===== config.mk =====
export PLATFORM = sky130hd
export DESIGN_NAME = edge_data_fetch_top
export DESIGN_NICKNAME = d
export VERILOG_FILES = /design/src/rtl/graph_fetch_pkg.sv /design/src/rtl/sync_fifo.sv /design/src/rtl/edge_data_read_command_control.sv /design/src/rtl/vertex_read_wb_master.sv /design/src/rtl/edge_data_fetch_top.sv
export SDC_FILE = /design/constraint.sdc
export NUM_CORES = 2
export LEC_CHECK = 0
export BUFFER_PORTS_ARGS = -buffer_cell sky130_fd_sc_hd__buf_2
export CAP_MARGIN = 25
export CORE_ASPECT_RATIO = 1.75
export CORE_MARGIN = 2
export CORE_UTILIZATION = 25
export CTS_CLUSTER_DIAMETER = 80
export DETAILED_ROUTE_END_ITERATION = 12
export PLACE_DENSITY = 0.36
export SETUP_SLACK_MARGIN = 0.2
export SYNTH_ARGS = -nofsm -noshare
export SYNTH_HDL_FRONTEND = slang
export SYNTH_SLANG_ARGS = --single-unit

===== constraint.sdc =====
create_clock -name clock -period 6.8 [get_ports clock]
set_input_delay 0.68 -clock clock [delete_from_list [all_inputs] [get_ports clock]]
set_output_delay 0.68 -clock clock [all_outputs]
set_load 0.02 [all_outputs]

===== src/rtl/graph_fetch_pkg.sv =====
package graph_fetch_pkg;

	////////////////////
	// Widths
	////////////////////

	// Vertex identifier
	localparam int VERTEX_ID_W = 16;

	// Vertex property word, also the Wishbone data width
	localparam int DATA_W = 32;

	// Wishbone byte address and data base address
	localparam int ADDR_W = 32;

	////////////////////
	// Vertex data layout
	////////////////////

	// Bytes per vertex property word
	localparam int DATA_SIZE_READ = 4;

	////////////////////
	// Buffering
	////////////////////

	localparam int JOB_BUFFER_DEPTH = 16;

	// Free entries at or below which a buffer reports almost full
	localparam int ALMOST_FULL_MARGIN = 4;

	// Wishbone master FSM encoding
	localparam logic [1:0] ST_IDLE  = 2'd0;
	localparam logic [1:0] ST_GRANT = 2'd1;
	localparam logic [1:0] ST_CYCLE = 2'd2;

endpackage


===== src/rtl/sync_fifo.sv =====
module sync_fifo #(
	parameter int WIDTH = graph_fetch_pkg::DATA_W,
	parameter int DEPTH = graph_fetch_pkg::JOB_BUFFER_DEPTH
) (
	input  logic             clock,
	input  logic             rstn,
	input  logic             push,
	input  logic [WIDTH-1:0] data_in,
	input  logic             pop,
	output logic [WIDTH-1:0] data_out,
	output logic             valid,
	output logic             full,
	output logic             almost_full,
	output logic             empty
);
	import graph_fetch_pkg::*;

	logic [WIDTH-1:0]             mem [DEPTH];
	logic [$clog2(DEPTH)-1:0]     wr_ptr;
	logic [$clog2(DEPTH)-1:0]     rd_ptr;
	logic [$clog2(DEPTH+1)-1:0]   count;
	logic                         do_push;
	logic                         do_pop;

	// Status flags straight from the fill count
	assign full        = (int'(count) == DEPTH);
	assign almost_full = ((DEPTH - int'(count)) <= ALMOST_FULL_MARGIN);
	assign empty       = (count == '0);

	assign do_push = push && !full;
	assign do_pop  = pop && !empty;

	always_ff @(posedge clock or negedge rstn) begin
		if (!rstn) begin
			wr_ptr <= '0;
			rd_ptr <= '0;
			count  <= '0;
			valid  <= 1'b0;
		end else begin
			valid <= do_pop;
			if (do_push) begin
				wr_ptr <= (int'(wr_ptr) == DEPTH - 1) ? '0 : wr_ptr + 1'b1;
			end
			if (do_pop) begin
				rd_ptr <= (int'(rd_ptr) == DEPTH - 1) ? '0 : rd_ptr + 1'b1;
			end
			case ({do_push, do_pop})
				2'b10:   count <= count + 1'b1;
				2'b01:   count <= count - 1'b1;
				default: count <= count;
			endcase
		end
	end

	// Storage and registered read port
	always_ff @(posedge clock) begin
		if (do_push) begin
			mem[wr_ptr] <= data_in;
		end
		if (do_pop) begin
			data_out <= mem[rd_ptr];
		end
	end

	////////////////////
	// Checks
	////////////////////

	a_no_push_when_full: assert property (@(posedge clock) disable iff (!rstn)
		push |-> !full);

	a_no_pop_when_empty: assert property (@(posedge clock) disable iff (!rstn)
		pop |-> !empty);

endmodule


===== src/rtl/edge_data_read_command_control.sv =====
module edge_data_read_command_control (
	input  logic                                    clock,
	input  logic                                    rstn,
	input  logic                                    enabled,
	input  logic [graph_fetch_pkg::ADDR_W-1:0]      data_base,
	input  logic                                    edge_job_valid,
	input  logic [graph_fetch_pkg::VERTEX_ID_W-1:0] edge_job_src,
	input  logic [graph_fetch_pkg::VERTEX_ID_W-1:0] edge_job_dest,
	input  logic                                    edge_data_request,
	input  logic                                    read_command_bus_grant,
	input  logic                                    read_response_valid,
	input  logic [graph_fetch_pkg::VERTEX_ID_W-1:0] read_response_dest,
	input  logic [graph_fetch_pkg::DATA_W-1:0]      read_response_data,
	output logic                                    edge_request,
	output logic                                    edge_data_valid,
	output logic [graph_fetch_pkg::VERTEX_ID_W-1:0] edge_data_dest,
	output logic [graph_fetch_pkg::DATA_W-1:0]      edge_data_value,
	output logic                                    edge_data_empty,
	output logic                                    read_command_bus_request,
	output logic                                    read_command_valid,
	output logic [graph_fetch_pkg::ADDR_W-1:0]      read_command_address,
	output logic [graph_fetch_pkg::VERTEX_ID_W-1:0] read_command_dest
);
	import graph_fetch_pkg::*;

	logic                      enabled_latched;
	logic [ADDR_W-1:0]         data_base_latched;

	// Input latch stage
	logic                      edge_job_valid_latched;
	logic [VERTEX_ID_W-1:0]    edge_job_src_latched;
	logic [VERTEX_ID_W-1:0]    edge_job_dest_latched;
	logic                      edge_data_request_latched;
	logic                      read_command_bus_grant_latched;
	logic                      read_response_valid_latched;
	logic [VERTEX_ID_W-1:0]    read_response_dest_latched;
	logic [DATA_W-1:0]         read_response_data_latched;

	// Edge job buffer, src in the upper half
	logic [2*VERTEX_ID_W-1:0]  edge_job_out;
	logic                      edge_job_out_valid;
	logic                      edge_job_full;
	logic                      edge_job_almost_full;
	logic                      edge_job_empty;
	logic                      edge_job_pop;

	// Command build stage and read command buffer
	logic                      command_valid_latched;
	logic [ADDR_W-1:0]         command_address_latched;
	logic [VERTEX_ID_W-1:0]    command_dest_latched;
	logic [ADDR_W+VERTEX_ID_W-1:0] read_command_out;
	logic                      read_command_out_valid;
	logic                      read_command_full;
	logic                      read_command_almost_full;
	logic                      read_command_empty;
	logic                      read_command_pop;

	// Edge data buffer, dest in the upper bits
	logic [VERTEX_ID_W+DATA_W-1:0] edge_data_out;
	logic                      edge_data_out_valid;
	logic                      edge_data_full;
	logic                      edge_data_almost_full;
	logic                      edge_data_fifo_empty;
	logic                      edge_data_pop;

	////////////////////
	// Enable and setup
	////////////////////

	always_ff @(posedge clock or negedge rstn) begin
		if (!rstn) begin
			enabled_latched <= 1'b0;
		end else begin
			enabled_latched <= enabled;
		end
	end

	always_ff @(posedge clock) begin
		if (enabled_latched) begin
			data_base_latched <= data_base;
		end
	end

	////////////////////
	// Input latches
	////////////////////

	// Job and response latches stay open so work already in flight is kept
	always_ff @(posedge clock or negedge rstn) begin
		if (!rstn) begin
			edge_job_valid_latched         <= 1'b0;
			edge_data_request_latched      <= 1'b0;
			read_command_bus_grant_latched <= 1'b0;
			read_response_valid_latched    <= 1'b0;
		end else begin
			edge_job_valid_latched         <= edge_job_valid;
			edge_data_request_latched      <= enabled_latched && edge_data_request;
			read_command_bus_grant_latched <= read_command_bus_grant;
			read_response_valid_latched    <= read_response_valid;
		end
	end

	always_ff @(posedge clock) begin
		edge_job_src_latched       <= edge_job_src;
		edge_job_dest_latched      <= edge_job_dest;
		read_response_dest_latched <= read_response_dest;
		read_response_data_latched <= read_response_data;
	end

	////////////////////
	// Edge job buffer
	////////////////////

	assign edge_job_pop = enabled_latched && !edge_job_empty && !read_command_almost_full
		&& !read_command_full;

	sync_fifo #(
		.WIDTH(2 * VERTEX_ID_W),
		.DEPTH(JOB_BUFFER_DEPTH)
	) edge_job_fifo (
		.clock      (clock),
		.rstn       (rstn),
		.push       (edge_job_valid_latched),
		.data_in    ({edge_job_src_latched, edge_job_dest_latched}),
		.pop        (edge_job_pop),
		.data_out   (edge_job_out),
		.valid      (edge_job_out_valid),
		.full       (edge_job_full),
		.almost_full(edge_job_almost_full),
		.empty      (edge_job_empty)
	);

	// Vertex word address is base plus dest times the stride
	always_ff @(posedge clock or negedge rstn) begin
		if (!rstn) begin
			command_valid_latched <= 1'b0;
		end else begin
			command_valid_latched <= edge_job_out_valid;
		end
	end

	always_ff @(posedge clock) begin
		command_address_latched <= data_base_latched
			+ ADDR_W'(edge_job_out[VERTEX_ID_W-1:0]) * ADDR_W'(DATA_SIZE_READ);
		command_dest_latched    <= edge_job_out[VERTEX_ID_W-1:0];
	end

	////////////////////
	// Read command buffer
	////////////////////

	// One pop per latched grant
	assign read_command_pop = read_command_bus_grant_latched && !read_command_empty;

	sync_fifo #(
		.WIDTH(ADDR_W + VERTEX_ID_W),
		.DEPTH(JOB_BUFFER_DEPTH)
	) read_command_fifo (
		.clock      (clock),
		.rstn       (rstn),
		.push       (command_valid_latched),
		.data_in    ({command_address_latched, command_dest_latched}),
		.pop        (read_command_pop),
		.data_out   (read_command_out),
		.valid      (read_command_out_valid),
		.full       (read_command_full),
		.almost_full(read_command_almost_full),
		.empty      (read_command_empty)
	);

	////////////////////
	// Edge data buffer
	////////////////////

	// Extra requests against an empty buffer are dropped
	assign edge_data_pop = edge_data_request_latched && !edge_data_fifo_empty;

	sync_fifo #(
		.WIDTH(VERTEX_ID_W + DATA_W),
		.DEPTH(JOB_BUFFER_DEPTH)
	) edge_data_fifo (
		.clock      (clock),
		.rstn       (rstn),
		.push       (read_response_valid_latched),
		.data_in    ({read_response_dest_latched, read_response_data_latched}),
		.pop        (edge_data_pop),
		.data_out   (edge_data_out),
		.valid      (edge_data_out_valid),
		.full       (edge_data_full),
		.almost_full(edge_data_almost_full),
		.empty      (edge_data_fifo_empty)
	);

	////////////////////
	// Output registers
	////////////////////

	always_ff @(posedge clock or negedge rstn) begin
		if (!rstn) begin
			edge_request             <= 1'b0;
			edge_data_valid          <= 1'b0;
			edge_data_empty          <= 1'b1;
			read_command_bus_request <= 1'b0;
			read_command_valid       <= 1'b0;
		end else begin
			edge_request             <= enabled_latched && !edge_job_almost_full
				&& !edge_job_full;
			edge_data_valid          <= edge_data_out_valid;
			edge_data_empty          <= edge_data_fifo_empty;
			read_command_bus_request <= enabled_latched && !read_command_empty
				&& !edge_data_almost_full && !edge_data_full;
			read_command_valid       <= read_command_out_valid;
		end
	end

	always_ff @(posedge clock) begin
		edge_data_dest       <= edge_data_out[DATA_W +: VERTEX_ID_W];
		edge_data_value      <= edge_data_out[DATA_W-1:0];
		read_command_address <= read_command_out[VERTEX_ID_W +: ADDR_W];
		read_command_dest    <= read_command_out[VERTEX_ID_W-1:0];
	end

	// Master must only grant a request it saw
	a_grant_follows_request: assert property (@(posedge clock) disable iff (!rstn)
		read_command_bus_grant |-> $past(read_command_bus_request));

endmodule


===== src/rtl/vertex_read_wb_master.sv =====
module vertex_read_wb_master (
	input  logic                                    clock,
	input  logic                                    rstn,
	input  logic                                    read_command_bus_request,
	input  logic                                    read_command_valid,
	input  logic [graph_fetch_pkg::ADDR_W-1:0]      read_command_address,
	input  logic [graph_fetch_pkg::VERTEX_ID_W-1:0] read_command_dest,
	input  logic [graph_fetch_pkg::DATA_W-1:0]      wb_dat_i,
	input  logic                                    wb_ack,
	output logic                                    read_command_bus_grant,
	output logic                                    read_response_valid,
	output logic [graph_fetch_pkg::VERTEX_ID_W-1:0] read_response_dest,
	output logic [graph_fetch_pkg::DATA_W-1:0]      read_response_data,
	output logic                                    wb_cyc,
	output logic                                    wb_stb,
	output logic [graph_fetch_pkg::ADDR_W-1:0]      wb_adr
);
	import graph_fetch_pkg::*;

	logic [1:0] state;
	logic       command_accept;
	logic       cycle_done;

	assign command_accept = (state == ST_GRANT) && read_command_valid;
	assign cycle_done     = (state == ST_CYCLE) && wb_ack;

	////////////////////
	// Control FSM
	////////////////////

	always_ff @(posedge clock or negedge rstn) begin
		if (!rstn) begin
			state                  <= ST_IDLE;
			read_command_bus_grant <= 1'b0;
			read_response_valid    <= 1'b0;
			wb_cyc                 <= 1'b0;
			wb_stb                 <= 1'b0;
		end else begin
			// Grant and response are single cycle pulses
			read_command_bus_grant <= 1'b0;
			read_response_valid    <= 1'b0;
			case (state)
				ST_IDLE: begin
					if (read_command_bus_request) begin
						read_command_bus_grant <= 1'b1;
						state                  <= ST_GRANT;
					end
				end
				ST_GRANT: begin
					// Wait for the popped command
					if (command_accept) begin
						wb_cyc <= 1'b1;
						wb_stb <= 1'b1;
						state  <= ST_CYCLE;
					end
				end
				ST_CYCLE: begin
					if (cycle_done) begin
						wb_cyc              <= 1'b0;
						wb_stb              <= 1'b0;
						read_response_valid <= 1'b1;
						state               <= ST_IDLE;
					end
				end
				default: state <= ST_IDLE;
			endcase
		end
	end

	// Address and tag held from accept until the ack
	always_ff @(posedge clock) begin
		if (command_accept) begin
			wb_adr             <= read_command_address;
			read_response_dest <= read_command_dest;
		end
		if (cycle_done) begin
			read_response_data <= wb_dat_i;
		end
	end

	////////////////////
	// Bus checks
	////////////////////

	a_stb_inside_cyc: assert property (@(posedge clock) disable iff (!rstn)
		wb_stb |-> wb_cyc);

	a_adr_stable: assert property (@(posedge clock) disable iff (!rstn)
		wb_stb && !wb_ack |=> $stable(wb_adr));

endmodule


===== src/rtl/edge_data_fetch_top.sv =====
module edge_data_fetch_top (
	input  logic                                    clock,
	input  logic                                    rstn,
	input  logic                                    enabled,
	input  logic [graph_fetch_pkg::ADDR_W-1:0]      data_base,
	input  logic                                    edge_job_valid,
	input  logic [graph_fetch_pkg::VERTEX_ID_W-1:0] edge_job_src,
	input  logic [graph_fetch_pkg::VERTEX_ID_W-1:0] edge_job_dest,
	output logic                                    edge_request,
	input  logic                                    edge_data_request,
	output logic                                    edge_data_valid,
	output logic [graph_fetch_pkg::VERTEX_ID_W-1:0] edge_data_dest,
	output logic [graph_fetch_pkg::DATA_W-1:0]      edge_data_value,
	output logic                                    edge_data_empty,
	output logic                                    wb_cyc,
	output logic                                    wb_stb,
	output logic [graph_fetch_pkg::ADDR_W-1:0]      wb_adr,
	input  logic [graph_fetch_pkg::DATA_W-1:0]      wb_dat_i,
	input  logic                                    wb_ack
);
	import graph_fetch_pkg::*;

	// Command path between control and master
	logic                   read_command_bus_request;
	logic                   read_command_bus_grant;
	logic                   read_command_valid;
	logic [ADDR_W-1:0]      read_command_address;
	logic [VERTEX_ID_W-1:0] read_command_dest;

	// Response path back into the edge data buffer
	logic                   read_response_valid;
	logic [VERTEX_ID_W-1:0] read_response_dest;
	logic [DATA_W-1:0]      read_response_data;

	edge_data_read_command_control u_control (
		.clock                   (clock),
		.rstn                    (rstn),
		.enabled                 (enabled),
		.data_base               (data_base),
		.edge_job_valid          (edge_job_valid),
		.edge_job_src            (edge_job_src),
		.edge_job_dest           (edge_job_dest),
		.edge_data_request       (edge_data_request),
		.read_command_bus_grant  (read_command_bus_grant),
		.read_response_valid     (read_response_valid),
		.read_response_dest      (read_response_dest),
		.read_response_data      (read_response_data),
		.edge_request            (edge_request),
		.edge_data_valid         (edge_data_valid),
		.edge_data_dest          (edge_data_dest),
		.edge_data_value         (edge_data_value),
		.edge_data_empty         (edge_data_empty),
		.read_command_bus_request(read_command_bus_request),
		.read_command_valid      (read_command_valid),
		.read_command_address    (read_command_address),
		.read_command_dest       (read_command_dest)
	);

	vertex_read_wb_master u_wb_master (
		.clock                   (clock),
		.rstn                    (rstn),
		.read_command_bus_request(read_command_bus_request),
		.read_command_valid      (read_command_valid),
		.read_command_address    (read_command_address),
		.read_command_dest       (read_command_dest),
		.wb_dat_i                (wb_dat_i),
		.wb_ack                  (wb_ack),
		.read_command_bus_grant  (read_command_bus_grant),
		.read_response_valid     (read_response_valid),
		.read_response_dest      (read_response_dest),
		.read_response_data      (read_response_data),
		.wb_cyc                  (wb_cyc),
		.wb_stb                  (wb_stb),
		.wb_adr                  (wb_adr)
	);

endmodule


==> impl_metrics.ini <==
[logic_synthesis]
seq_area_frac_synth_pct = 79.1
synthesis.area_um2 = 83700
synth_warnings = 0
synth-main-ff-cell = edfxtp_1
synth_compound_area_share_pct = 1.28
yosys_register_bits = 2282
synth-xor-area-share_pct = 0.534
synth_edf_count = 2016
avgSynthCellArea_um2 = 23.6
synth_top_family_by_area = multiplexers
synth-simple-area-share_pct = 1.24
synth_cell_types = 51
async_flop_share_pct = 2.54
netlist_instances = 3541
synthAdderAreaFrac_pct = 0.828
synth_nets = 3696
synth_mux_area_share_pct = 15.6

[floorplanning]
die_x_um = 441
core-area_um2 = 334000
die_area_um2 = 340000
start_util_pct = 25.1
num_rows = 281
io_pins = 187
chipHeight_um = 769

[sta]
drv_slew = 0
hold_viol = 0
fmax_mhz = 281
setup_viol_count_final = 0
worstMarginPinSlew_ns = 0.974
min_period_ns = 3.56
rsz0062_at_grt = no
fin_ws_ns = 3.24
maxSlewHeadroom_pct = 35.1
min_period_over_period_pct = 52.4
fin_skew_ns = 0.0969
setup-tns-final_ns = 0

[finish]
final_nets = 4115
syn_to_final_growth_pct = 17.5
drive_above_1_share_pct = 23.2
instances_no_fill = 8537
nFillCells = 32600
post-route-util_pct = 29.4

[critical_path]
path_buf_inv = 2
crit_arrival_ns = 4.02
crit_path_top_delay_cell = buf_4
crit_end = u_control.edge_data_fifo.mem[6][24]
path_class = flop to flop
crit_fanout = 25
reg2regPathDepth = 7
r2r-end = u_control.edge_data_fifo.mem[6][24]
r2r_slack_ns = 3.24
slowest_delay_ns = 0.61
cpLargestDelayFamily = simple AND/OR/NAND/NOR gates
critPathLaunch = u_control.edge_data_fifo.count[0]
cpMostUsedCell = buf_4
cp-end-kind = flop
cp.depth = 7
cp.required_ns = 7.26
startpoint_type = flop
crit_path_cell_trace = nor4_1, ha_1, nor2b_1, nand2_1, nor2_4, buf_4, buf_4
r2r_start = u_control.edge_data_fifo.count[0]

[routing]
ant_nets = 0
drcViolationCount = 0
wl_per_cell_um = 25.6
first_pass_iters = 5
vias = 36300
routed_wl_um = 219000
viasPerCell = 4.25
dr.first_iter.drc_count = 2133

[grt]
overflow = 0
grt_pass1_vias = 39800
antenna_found_initial = 6
grt_usage_pct = 12.7
grt_first_pass_wirelength_um = 308000
grt_max_degree = 83

[power_and_ir_drop]
power_density_nw_per_um2 = 401
peakVddDrop_uv = 219
power.leakage_nw = 31.7

[cts]
holdBufCountCts = 85
cts_buffer_depth = 4
cts_sinks = 2282
cts_tree = done
cts_made_buffers = 231
post_cts_resized = 0
htree_num_levels = 4
cts-root-buf = clkbuf_16
clk_latency_ns = 0.93
path_clk_slew_ns = 0.06
cts_setup_buffers = 0

[placement]
globalplace.congestion = 0.721
dp.cells = 8028
dp_slack_ns = 3.10
hpwl_um = 122000
numPortBuffers = 170

[hold_path]
min_path_type = primary input to async pin

[job]
cap_violations = 0

[status]
status = finished clean
stage by stage:
stage          total power, mW  instance area, um2  hold slack, ns
2_1_floorplan             24.3               83700           0.323
3_3_place_gp              27.3               89900           0.325
3_5_place_dp              27.4               89900           0.327
4_1_cts                   40.4               98300           0.199
5_1_grt                   41.3               98300           0.259
6_report                  39.4               98300           0.288
synthesized netlist by cell type, types with 16 or more instances:
| library cell | n | share of area, % |
|---|---|---|
| edfxtp_1 | 2016 | 72 |
| mux4_2 | 296 | 8.0 |
| mux4_1 | 216 | 6.8 |
| dfxtp_1 | 208 | 5.0 |
| clkbuf_1 | 84 | 0.38 |
| nand2_1 | 77 | 0.35 |
| o21ai_0 | 60 | 0.36 |
| dfrtp_1 | 57 | 1.7 |
| mux2i_1 | 54 | 0.65 |
| ha_1 | 49 | 0.73 |
| a21oi_1 | 43 | 0.26 |
| xnor2_1 | 40 | 0.42 |
| nor2_1 | 38 | 0.17 |
| and2_1 | 36 | 0.27 |
| inv_1 | 34 | 0.15 |
| buf_12 | 24 | 0.57 |
| buf_2 | 22 | 0.13 |
| nand3_1 | 20 | 0.12 |
| a221oi_1 | 16 | 0.17 |
| a22oi_1 | 16 | 0.14 |
area by class of cell:
cell class              instances  area [um2]  share of cell area (%)
clock inverters               109        1120                    1.14
diodes                          2        5.00                 0.00509
clock buffers                 313        6390                    6.50
inverters                      34         129                   0.131
repair buffers                338        2450                    2.49
multi-input cells            1073       16500                    16.8
flip-flops and latches       2282       66200                    67.3
well taps                    4386        5490                    5.58
cell usage in the layout (no fill, tap or decap), types with 20 or more instances in the layout:
| master | count |
|---|---|
| edfxtp_1 | 2016 |
| mux4_2 | 296 |
| clkbuf_16 | 234 |
| mux4_1 | 216 |
| dfxtp_1 | 208 |
| buf_2 | 169 |
| dlygate4sd3_1 | 85 |
| nand2_1 | 77 |
| buf_4 | 74 |
| o21ai_0 | 60 |
| clkbuf_1 | 55 |
| mux2i_1 | 54 |
| ha_1 | 49 |
| dfrtp_1 | 46 |
| a21oi_1 | 43 |
| clkinv_2 | 41 |
| xnor2_1 | 40 |
| inv_1 | 33 |
| clkinv_1 | 29 |
| nor2_1 | 25 |
| clkbuf_8 | 24 |
| nand3_1 | 20 |
| bufinv_16 | 20 |
power by group:
part           switching (mW)  internal [mW]  total, mW
sequential               1.53           17.2       18.8
clock                    5.49           7.33       12.8
combinational            4.07           3.78       7.85
total                    11.1           28.4       39.4
per-layer routing:
metal	vias up	track usage, %	wire, um
li1	15800	-	-
met1	19700	14.6	85400
met2	569	24.5	122000
met3	293	1.75	6330
met4	0	3.15	4820
met5	-	0	0
sequential cells by signal (all words and copies together), names as in the netlist, 48 cells and up:
signal,count
u_control.edge_data_fifo.mem,768
u_control.read_command_fifo.data_out,48
u_control.read_command_fifo.mem,768
u_control.edge_data_fifo.data_out,48
u_control.edge_job_fifo.mem,256
cell families after synthesis:
kind of cell               count (synthesis)
DFF                                     2282
muxes                                    583
and+or+nand+nor                          215
buffers and inverters                    186
AOI/OAI and AO/OA                        171
adders and majority gates                 53
xor gates and xnor gates                  51
how the worst min path moves through the flow:
| stage | from | to | depth (start not counted) | slack [ns] |
|---|---|---|---|---|
| 4_1_cts | rstn | u_control.edge_job_fifo.rd_ptr[0] | 2 | 0.20 |
| 2_1_floorplan | u_control.data_base_latched[0] | u_control.command_address_latched[0] | 0 | 0.32 |
| 3_3_place_gp | u_control.edge_data_fifo.data_out[19] | u_control.edge_data_value[19] | 0 | 0.32 |
| 5_1_grt | rstn | u_control.edge_job_fifo.rd_ptr[0] | 2 | 0.26 |
| 6_report | rstn | u_control.edge_job_fifo.rd_ptr[0] | 2 | 0.29 |
| 3_5_place_dp | u_control.edge_data_fifo.data_out[18] | u_control.edge_data_value[18] | 0 | 0.33 |
Note: power is estimated with default switching activity, not from simulation.
